===== src/design/spi_slave_consts.svh =====
`ifndef SPI_SLAVE_CONSTS_SVH
`define SPI_SLAVE_CONSTS_SVH

// ####################
// register map
// ####################
`define SPI_CONFIG      6'd0    // config byte
`define SPI_STATUS      6'd1    // status byte
`define SPI_CORE_BASE   6'd8    // core readback bytes 8..15
`define SPI_USER_BASE   6'd32   // user bytes 32..63

// ####################
// widths
// ####################
`define SPI_AW          32                  // mesh address width
`define SPI_PW          (2*`SPI_AW+40)      // full mesh packet

// command byte bits 7:6
`define SPI_CMD_WRITE   2'b00
`define SPI_CMD_READ    2'b10

// ####################
// config bit positions
// ####################
`define SPI_CFG_DISABLE   0   // spi off
`define SPI_CFG_IRQEN     1
`define SPI_CFG_CPOL      2   // idle sclk level
`define SPI_CFG_CPHA      3   // sample on trailing edge
`define SPI_CFG_LSBFIRST  4
`define SPI_CFG_EMODE     6   // bit 5 is kept but not decoded

`endif


===== src/design/spi_slave_pkg.sv =====
`default_nettype none

`include "spi_slave_consts.svh"

package spi_slave_pkg;

   // decoded config bits with spi_disable in bit 0
   typedef struct packed {
      logic emode;        // auto mode for the node
      logic lsbfirst;     // shift lsb first
      logic cpha;         // clock phase
      logic cpol;         // clock polarity
      logic irq_en;       // level irq enable
      logic spi_disable;  // spi port off
   } spi_cfg_t;

   // one host access with single cycle wr/rd strobes
   typedef struct packed {
      logic       wr;     // write strobe
      logic       rd;     // read strobe
      logic [5:0] addr;   // current byte address
      logic [7:0] wdata;  // write byte
   } spi_access_t;

   // word deposited by the core
   // data sits in the low half so byte 8 is data lsb
   typedef struct packed {
      logic [`SPI_AW-1:0] srcaddr;
      logic [`SPI_AW-1:0] data;
   } core_word_t;

   // mesh packet as it arrives from the core side
   typedef struct packed {
      logic [`SPI_PW-3*`SPI_AW-1:0] ctrl;  // 8 ctrl bits
      logic [`SPI_AW-1:0]           dstaddr;
      logic [`SPI_AW-1:0]           data;
      logic [`SPI_AW-1:0]           srcaddr;
   } emesh_packet_t;

endpackage

`default_nettype wire


===== src/design/spi_slave_io.sv =====
`timescale 1ns/100ps
`default_nettype none

`include "spi_slave_consts.svh"

module spi_slave_io
  (
   input  wire                          clk,
   input  wire                          nreset,
   input  wire                          sclk,    // host clock pin
   input  wire                          ss_n,    // select, low active
   input  wire                          mosi,
   output logic                         miso,
   input  wire spi_slave_pkg::spi_cfg_t cfg,     // cpol/cpha/lsbfirst used here
   input  wire [7:0]                    rdata,   // byte at access.addr
   output spi_slave_pkg::spi_access_t   access
   );

   // ####################
   // pin synchronizers
   // ####################
   logic [1:0] sclk_sync;
   logic [1:0] ss_sync;
   logic [1:0] mosi_sync;
   logic       sclk_q;      // previous synced sclk

   always_ff @(posedge clk or negedge nreset)
   begin
      if (!nreset)
      begin
         sclk_sync <= 2'b00;
         ss_sync   <= 2'b11;  // deselected
         mosi_sync <= 2'b00;
         sclk_q    <= 1'b0;
      end
      else
      begin
         sclk_sync <= {sclk_sync[0], sclk};
         ss_sync   <= {ss_sync[0], ss_n};
         mosi_sync <= {mosi_sync[0], mosi};
         sclk_q    <= sclk_sync[1];
      end
   end

   logic       frame_act;
   logic       lead_edge;
   logic       trail_edge;
   logic       sample_edge;
   logic       shift_edge;

   assign frame_act  = ~ss_sync[1];
   // leading edge leaves the cpol idle level
   assign lead_edge  = (sclk_sync[1] ^ cfg.cpol) & ~(sclk_q ^ cfg.cpol);
   assign trail_edge = ~(sclk_sync[1] ^ cfg.cpol) & (sclk_q ^ cfg.cpol);

   // cpha=0 samples on leading edge, shifts on trailing
   assign sample_edge = frame_act & (cfg.cpha ? trail_edge : lead_edge);
   assign shift_edge  = frame_act & (cfg.cpha ? lead_edge : trail_edge);

   // ####################
   // byte framing
   // ####################
   logic [2:0] bit_cnt;     // bits sampled in this byte
   logic       data_phase;  // command byte done
   logic       load_pend;   // next shift edge loads tx
   logic       byte_done;   // bumps addr after a data byte
   logic [1:0] op;
   logic [5:0] addr;
   logic       wr_q;
   logic       rd_q;
   logic [7:0] wdata_q;
   logic [7:0] rx;
   logic [7:0] rx_next;
   logic [7:0] tx;
   logic       last_bit;
   logic       first_bit;
   logic       is_read;
   logic       is_write;

   assign rx_next   = cfg.lsbfirst ? {mosi_sync[1], rx[7:1]} : {rx[6:0], mosi_sync[1]};
   assign last_bit  = (bit_cnt == 3'd7);
   assign first_bit = (bit_cnt == 3'd0);
   assign is_read   = data_phase & (op == `SPI_CMD_READ);
   assign is_write  = data_phase & (op == `SPI_CMD_WRITE);

   always_ff @(posedge clk or negedge nreset)
   begin
      if (!nreset)
      begin
         bit_cnt    <= 3'd0;
         data_phase <= 1'b0;
         load_pend  <= 1'b0;
         byte_done  <= 1'b0;
         op         <= 2'b00;
         addr       <= 6'd0;
         wr_q       <= 1'b0;
         rd_q       <= 1'b0;
         tx         <= 8'd0;
      end
      else if (!frame_act)
      begin
         // ss_n high drops any partial byte
         bit_cnt    <= 3'd0;
         data_phase <= 1'b0;
         load_pend  <= 1'b0;
         byte_done  <= 1'b0;
         wr_q       <= 1'b0;
         rd_q       <= 1'b0;
         tx         <= 8'd0;
      end
      else
      begin
         wr_q      <= sample_edge & last_bit & is_write;   // 3 clk after last sclk edge
         rd_q      <= sample_edge & first_bit & is_read;
         byte_done <= sample_edge & last_bit & data_phase;
         if (sample_edge)
         begin
            bit_cnt <= bit_cnt + 3'd1;
            if (last_bit)
            begin
               load_pend  <= 1'b1;
               data_phase <= 1'b1;
               if (!data_phase)
               begin
                  op   <= rx_next[7:6];  // command byte
                  addr <= rx_next[5:0];
               end
            end
         end
         if (byte_done)
            addr <= addr + 6'd1;  // wraps 63 -> 0
         if (shift_edge)
         begin
            if (load_pend)
            begin
               tx        <= is_read ? rdata : 8'd0;
               load_pend <= 1'b0;
            end
            else if (!first_bit)
               tx <= cfg.lsbfirst ? {1'b0, tx[7:1]} : {tx[6:0], 1'b0};
         end
      end
   end

   // payload regs
   always_ff @(posedge clk)
   begin
      if (sample_edge)
         rx <= rx_next;
      if (sample_edge & last_bit)
         wdata_q <= rx_next;
   end

   assign access = '{wr: wr_q, rd: rd_q, addr: addr, wdata: wdata_q};
   assign miso   = frame_act & (cfg.lsbfirst ? tx[0] : tx[7]);

   // op decode keeps the two strobes apart
   a_wr_rd_excl : assert property (@(posedge clk) disable iff (!nreset)
                                   !(access.wr && access.rd));

endmodule

`default_nettype wire


===== src/design/emesh_packet_unpack.sv =====
`timescale 1ns/100ps
`default_nettype none

module emesh_packet_unpack
  (
   input  wire                               clk,
   input  wire                               nreset,
   input  wire                               access_in,  // one cycle pulse
   input  wire spi_slave_pkg::emesh_packet_t packet_in,
   output logic                              core_valid,
   output spi_slave_pkg::core_word_t         core_word
   );

   // ####################
   // strobe
   // ####################

   // follows access_in by one clk
   always_ff @(posedge clk or negedge nreset)
   begin
      if (!nreset)
      begin
         core_valid <= 1'b0;
      end
      else
      begin
         core_valid <= access_in;
      end
   end

   // ####################
   // payload
   // ####################

   // ctrl and dstaddr have no use at the register port
   always_ff @(posedge clk)
   begin
      if (access_in)
      begin
         core_word <= '{srcaddr: packet_in.srcaddr,  // upper 4 readback bytes
                        data:    packet_in.data};    // lower 4
      end
   end

endmodule

`default_nettype wire


===== src/design/spi_slave_regs.sv =====
`timescale 1ns/100ps
`default_nettype none

`include "spi_slave_consts.svh"

module spi_slave_regs
  (
   input  wire                             clk,
   input  wire                             nreset,
   input  wire spi_slave_pkg::spi_access_t access,      // host side strobes
   input  wire                             core_valid,  // core word strobe
   input  wire spi_slave_pkg::core_word_t  core_word,
   output logic [7:0]                      rdata,       // combinational readback
   output spi_slave_pkg::spi_cfg_t         cfg,
   output logic                            irq
   );

   import spi_slave_pkg::*;

   logic [7:0] spi_config;
   logic       data_ready;        // status bit 0
   core_word_t core_q;
   logic [63:0] core_bits;
   logic [7:0] user_mem [0:31];   // no reset

   logic       config_wr;
   logic       user_wr;
   logic       status_rd;
   logic       core_hit;

   // ####################
   // host decode
   // ####################
   assign config_wr = access.wr & (access.addr == `SPI_CONFIG);
   assign user_wr   = access.wr & (access.addr >= `SPI_USER_BASE);
   assign status_rd = access.rd & (access.addr == `SPI_STATUS);
   assign core_hit  = ((access.addr & 6'h38) == `SPI_CORE_BASE);  // 8..15
   // writes to status, core or reserved fall through

   // config is zero after reset
   always_ff @(posedge clk or negedge nreset)
   begin
      if (!nreset)
         spi_config <= 8'd0;
      else if (config_wr)
         spi_config <= access.wdata;
   end

   // ####################
   // status and core word
   // ####################
   always_ff @(posedge clk or negedge nreset)
   begin
      if (!nreset)
      begin
         data_ready <= 1'b0;
         core_q     <= '0;
      end
      else
      begin
         if (core_valid)
         begin
            data_ready <= 1'b1;        // set beats read clear
            core_q     <= core_word;
         end
         else if (status_rd)
            data_ready <= 1'b0;        // host has seen it
      end
   end

   // user bytes 32..63
   always_ff @(posedge clk)
   begin
      if (user_wr)
         user_mem[access.addr[4:0]] <= access.wdata;  // base is 32 so low bits index
   end

   // ####################
   // readback
   // ####################
   assign core_bits = core_q;

   always_comb
   begin
      if (access.addr == `SPI_CONFIG)
         rdata = spi_config;
      else if (access.addr == `SPI_STATUS)
         rdata = {7'd0, data_ready};
      else if (core_hit)
         rdata = core_bits[8*access.addr[2:0] +: 8];  // lsb byte first
      else if (access.addr >= `SPI_USER_BASE)
         rdata = user_mem[access.addr[4:0]];
      else
         rdata = 8'd0;                                // reserved
   end

   // config fields out
   assign cfg = '{emode:       spi_config[`SPI_CFG_EMODE],
                  lsbfirst:    spi_config[`SPI_CFG_LSBFIRST],
                  cpha:        spi_config[`SPI_CFG_CPHA],
                  cpol:        spi_config[`SPI_CFG_CPOL],
                  irq_en:      spi_config[`SPI_CFG_IRQEN],
                  spi_disable: spi_config[`SPI_CFG_DISABLE]};

   assign irq = cfg.irq_en & data_ready;  // level irq

   // core side strobe comes from the unpacker and must be clean
   a_core_valid_known : assert property (@(posedge clk) disable iff (!nreset)
                                         !$isunknown(core_valid));

endmodule

`default_nettype wire


===== src/design/spi_slave.sv =====
`timescale 1ns/100ps
`default_nettype none

module spi_slave
  (
   input  wire                               clk,
   input  wire                               nreset,
   input  wire                               sclk,
   input  wire                               ss_n,
   input  wire                               mosi,
   output logic                              miso,
   input  wire                               access_in,   // core packet strobe
   input  wire spi_slave_pkg::emesh_packet_t packet_in,
   output logic                              irq,
   output logic                              spi_en,
   output spi_slave_pkg::spi_cfg_t           cfg
   );

   import spi_slave_pkg::*;

   spi_access_t access;      // io -> regs
   logic [7:0]  rdata;       // regs -> io
   logic        core_valid;
   core_word_t  core_word;

   // ####################
   // serial front end
   // ####################
   spi_slave_io u_io
     (.clk(clk), .nreset(nreset), .sclk(sclk), .ss_n(ss_n), .mosi(mosi),
      .miso(miso), .cfg(cfg), .rdata(rdata), .access(access));

   // core packet side
   emesh_packet_unpack u_unpack
     (.clk(clk), .nreset(nreset), .access_in(access_in), .packet_in(packet_in),
      .core_valid(core_valid), .core_word(core_word));

   // ####################
   // register file
   // ####################
   spi_slave_regs u_regs
     (.clk(clk), .nreset(nreset), .access(access), .core_valid(core_valid),
      .core_word(core_word), .rdata(rdata), .cfg(cfg), .irq(irq));

   assign spi_en = ~cfg.spi_disable;  // high out of reset

endmodule

`default_nettype wire


===== config.mk =====
export PLATFORM = sky130hd
export DESIGN_NAME = spi_slave
export DESIGN_NICKNAME = d
export VERILOG_FILES = /design/src/design/spi_slave_pkg.sv /design/src/design/spi_slave_io.sv /design/src/design/emesh_packet_unpack.sv /design/src/design/spi_slave_regs.sv /design/src/design/spi_slave.sv
export VERILOG_INCLUDE_DIRS = /design/src /design/src/design
export SDC_FILE = /design/constraint.sdc
export NUM_CORES = 1
export LEC_CHECK = 0
export BUFFER_PORTS_ARGS = -buffer_cell sky130_fd_sc_hd__buf_2
export CORE_UTILIZATION = 54
export DETAILED_ROUTE_END_ITERATION = 8
export PLACE_DENSITY = 0.78
export SETUP_SLACK_MARGIN = 0.4
export SLEW_MARGIN = 20
export SYNTH_ARGS = -nofsm -noshare
export SYNTH_HDL_FRONTEND = slang
export SYNTH_SLANG_ARGS = --single-unit

===== constraint.sdc =====
create_clock -name clk -period 2.42 [get_ports clk]
set_input_delay 0.121 -clock clk [delete_from_list [all_inputs] [get_ports clk]]
set_output_delay 0.121 -clock clk [all_outputs]
set_load 0.05 [all_outputs]

==> metrics.log <==
[metrics] unrepaired setup endpoints after global routing: true
[metrics] CTS sink cnt: 441
[metrics] starting density of the core: 55.3%
[metrics] DRC Markers: 0
[metrics] pwr dens: slightly below 700 nW/um^2
[metrics] count of port buffers added during placement: 78
[metrics] maximum capacitance violations: 0
[metrics] maximum fanout along the worst path: 21
[metrics] cell leakage power: 0.00790 uW
[metrics] clock insertion delay at the later pin of the skew report: 0.56 ns
[metrics] final setup violation count: 0
[metrics] Final Hold Slack: 0.0438 ns
[metrics] final cell utilization of the core: 71.0%
[metrics] detailed-route vias per instance: a little over 6
[metrics] launching element type of the critical path: flip-flop
[metrics] post-placement setup slack: -0.210 ns
[metrics] fraction of layout cells with a size suffix above 1: 37.5%
[metrics] relative slew slack: roughly 44%
[metrics] most area-hungry cell type in the Yosys netlist: sky130_fd_sc_hd__edfxtp_1
[metrics] standard-cell row count: 65
[metrics] Routed wire per std cell: 26.3 um
[metrics] P&R area growth vs syn: 28.6%
[metrics] initial antenna violation count: 0
[metrics] Num CTS Buffers: 44
[metrics] net count of the finished layout: 1427
[metrics] EDFF count, synth: 336
[metrics] Hold Vio Cnt, Final: 0
[metrics] worst setup skew after layout: around 0.013 ns
[metrics] syn_nets: 1147
[metrics] Die Y-Extent: 182 um
[metrics] CTS clock-pin slew for the worst setup and hold paths: around 0.06 ns
[metrics] #FFs+latches synth: 441
[metrics] dominant cell by count in the synthesized netlist: sky130_fd_sc_hd__edfxtp_1
[metrics] status: finished clean
[metrics] area fraction of the dominant cell type after synthesis: 57.6%
[metrics] detailed-router iteration count before antenna repair: 6
[metrics] Worst Path Class, Setup: flip-flop to flip-flop
[metrics] clock tree from TritonCTS: built
[metrics] initial DRC count: ~1100
[metrics] syn_area_per_cell: 17.0 um^2
[metrics] placed standard-cell area: slightly below 20000 um^2
[metrics] IO Count: 119
[metrics] synth unique cells: 60
[metrics] DR vias: 10800
[metrics] first-pass GRT wire length: 66200 um
[metrics] Synth area leaders: sky130_fd_sc_hd__edfxtp_1 (58%), sky130_fd_sc_hd__dfrtp_1 (15%), sky130_fd_sc_hd__mux2i_1 (6.7%), sky130_fd_sc_hd__mux2_2 (5.3%), sky130_fd_sc_hd__mux4_2 (3.3%)
[metrics] count of mapped cells out of synthesis: 1030
[metrics] Max Root-Sink Buffers: 3
[metrics] top cells by count, synth: sky130_fd_sc_hd__edfxtp_1 (336), sky130_fd_sc_hd__mux2i_1 (117), sky130_fd_sc_hd__dfrtp_1 (103)
[metrics] number of inserted diodes: 0
[metrics] Die X-Extent: around 180 um
[metrics] Cell Area, Synth: 17500 um^2
[metrics] total power after layout: 15600 uW
[metrics] PnR worst setup slack: 0.120 ns
[metrics] fraction of synthesis flops using an asynchronous set or reset pin: between 20% and 30%
[metrics] portion of the post-synthesis area used by sequential elements: 72.6%
[metrics] area of all placed cells without fillers: 22500 um^2
[metrics] worst vdd ir: 0.621 mV
[metrics] grt total ovfl: 0
[metrics] Crit path required time: 2.86 ns
[metrics] DRT antenna net count: 0
[metrics] H-tree depth: 2
[metrics] Top FF cell, synth: sky130_fd_sc_hd__edfxtp_1
[metrics] post-detailed-placement half-perimeter wirelength: between 20000 and 30000 um
[metrics] area enclosed by the die boundary: 33200 um^2
[metrics] total length of routed wires: approximately 46000 um
[metrics] highest clock rate: 435 MHz
[metrics] routability congestion estimate: 1.01
[metrics] transition time at the pin with the least slew margin: 0.835 ns
[metrics] final count of pins violating max slew: 0
[metrics] number of global-route vias before repair: 11000
[metrics] kind of capture point of the worst setup path: flip-flop
[metrics] core outline area: around 32000 um^2
[metrics] part of the cycle the worst path needs: between 90% and 100%
[metrics] warnings from Yosys: 0
[metrics] largest net degree at the start of global routing: 66
[metrics] class of the tightest hold or removal check: primary input to asynchronous set/reset pin
[metrics] Min Clock Period, post-route: roughly 2.3 ns
[metrics] Arrival @ worst endpoint: 2.74 ns
[metrics] cell at the root of the clock tree: sky130_fd_sc_hd__clkbuf_16
[metrics] GRT Resource Usage Total: 27.1%
sequential cells by signal, indices dropped and copies added (netlist names):
| register | flops |
|---|---|
| u_io.addr | 6 |
| u_regs.data_ready | 1 |
| u_io.bit_cnt | 3 |
| u_io.tx | 8 |
| u_io.byte_done | 1 |
| u_io.rd_q | 1 |
| u_io.wr_q | 1 |
| u_io.rx | 8 |
| u_regs.core_bits | 64 |
| u_io.op | 2 |
| u_io.wdata_q | 8 |
| u_io.sclk_sync | 2 |
| u_unpack.core_valid | 1 |
| u_io.load_pend | 1 |
| u_io.sclk_q | 1 |
| u_io.data_phase | 1 |
| u_unpack.core_word | 64 |
| u_io.mosi_sync | 2 |
| u_regs.spi_config | 8 |
| u_regs.user_mem | 256 |
| u_io.ss_sync | 2 |
layout by cell type (no fill, tap or decap), types with 12 or more instances in the layout:
cell type                       instances
sky130_fd_sc_hd__edfxtp_1             336
sky130_fd_sc_hd__clkbuf_1              15
sky130_fd_sc_hd__buf_12                30
sky130_fd_sc_hd__mux2i_1              109
sky130_fd_sc_hd__mux4_2                26
sky130_fd_sc_hd__o21ai_0               12
sky130_fd_sc_hd__nand2_1               23
sky130_fd_sc_hd__o22ai_1               37
sky130_fd_sc_hd__buf_2                 77
sky130_fd_sc_hd__buf_6                 12
sky130_fd_sc_hd__buf_4                100
sky130_fd_sc_hd__clkinv_1              13
sky130_fd_sc_hd__nor2_4                27
sky130_fd_sc_hd__clkbuf_16             46
sky130_fd_sc_hd__dlygate4sd3_1         68
sky130_fd_sc_hd__mux2_2                82
sky130_fd_sc_hd__nor2_1                29
sky130_fd_sc_hd__dfrtp_1               95
worst paths after layout:
| kind | from | endpoint | slack, ns | cells after the start |
|---|---|---|---|---|
| max | u_io.addr[1] | u_io.tx[5] | 0.12 | 8 |
| min | nreset | u_regs.core_bits[54] | 0.04 | 2 |
| max reg2reg | u_io.addr[1] | u_io.tx[5] | 0.12 | 8 |
| min reg2reg | u_io.sclk_sync[0] | u_io.sclk_sync[1] | 0.35 | 0 |
| max in group asynchronous | nreset | u_regs.core_bits[5] | 1.61 | 3 |
| min in group clk | access_in | u_unpack.core_valid | 0.20 | 2 |
per-stage QoR:
| stage | cells | TNS (ns) |
|---|---|---|
| after global placement | 1545 | -0.210 |
| after global routing | 1748 | 0 |
| final | 1748 | 0 |
| after CTS | 1727 | 0 |
| after floorplan | 1030 | 0 |
| after detailed placement | 1545 | -0.253 |
final cells by class:
class	instances	area [um^2]
Inverter	14	56.3
Multi-Input combinational cell	517	5200
Sequential cell	441	12700
Tap cell	402	503
Clock buffer	59	1160
Clock inverter	23	206
Fill cell	1852	9180
Timing Repair Buffer	292	2680
timing repair:
| action | CTS | global route |
|---|---|---|
| buffers inserted | 31 | 19 |
| pin swaps | 41 | 34 |
| endpoints found under the setup margin | 232 | 274 |
| hold buffers | 68 | 0 |
| gates resized for setup | 58 | 63 |
| cloned | 1 | 2 |
| endpoints found under the hold margin | 151 | 0 |
power breakdown:
group | switching [uW] | leakage (uW) | internal [uW] | total, uW
logic | 217 | 0.00289 | 300 | 517
registers | 147 | 0.00435 | 8330 | 8480
clock network | 2860 | 0.000656 | 3700 | 6570
critical path, stage by stage (launching register included):
cell	delay (ns)
sky130_fd_sc_hd__dfrtp_4	0.47
sky130_fd_sc_hd__buf_12	0.16
sky130_fd_sc_hd__buf_12	0.20
sky130_fd_sc_hd__mux2i_1	0.37
sky130_fd_sc_hd__o22ai_1	0.16
sky130_fd_sc_hd__nor4_1	0.42
sky130_fd_sc_hd__a21boi_2	0.13
sky130_fd_sc_hd__o221ai_1	0.19
sky130_fd_sc_hd__nand2_1	0.07
cells by family after synthesis:
kind of cell | Yosys count | share of synthesized area (%)
buffers and inverters | 72 | 1.87
adders and majority gates | 7 | 0.500
and+or+nand+nor | 164 | 5.01
xor gates and xnor gates | 2 | 0.143
AOI/OAI and AO/OA | 118 | 4.54
muxes | 226 | 15.4
DFF | 441 | 72.6
routing by layer:
layer	global-route usage, %	part of all wire (%)
met5	2.07	0.21
met2	46.5	51
met3	4.81	7.7
met1	34.5	37
met4	10.2	3.9
(Power assumes the default switching activity.)
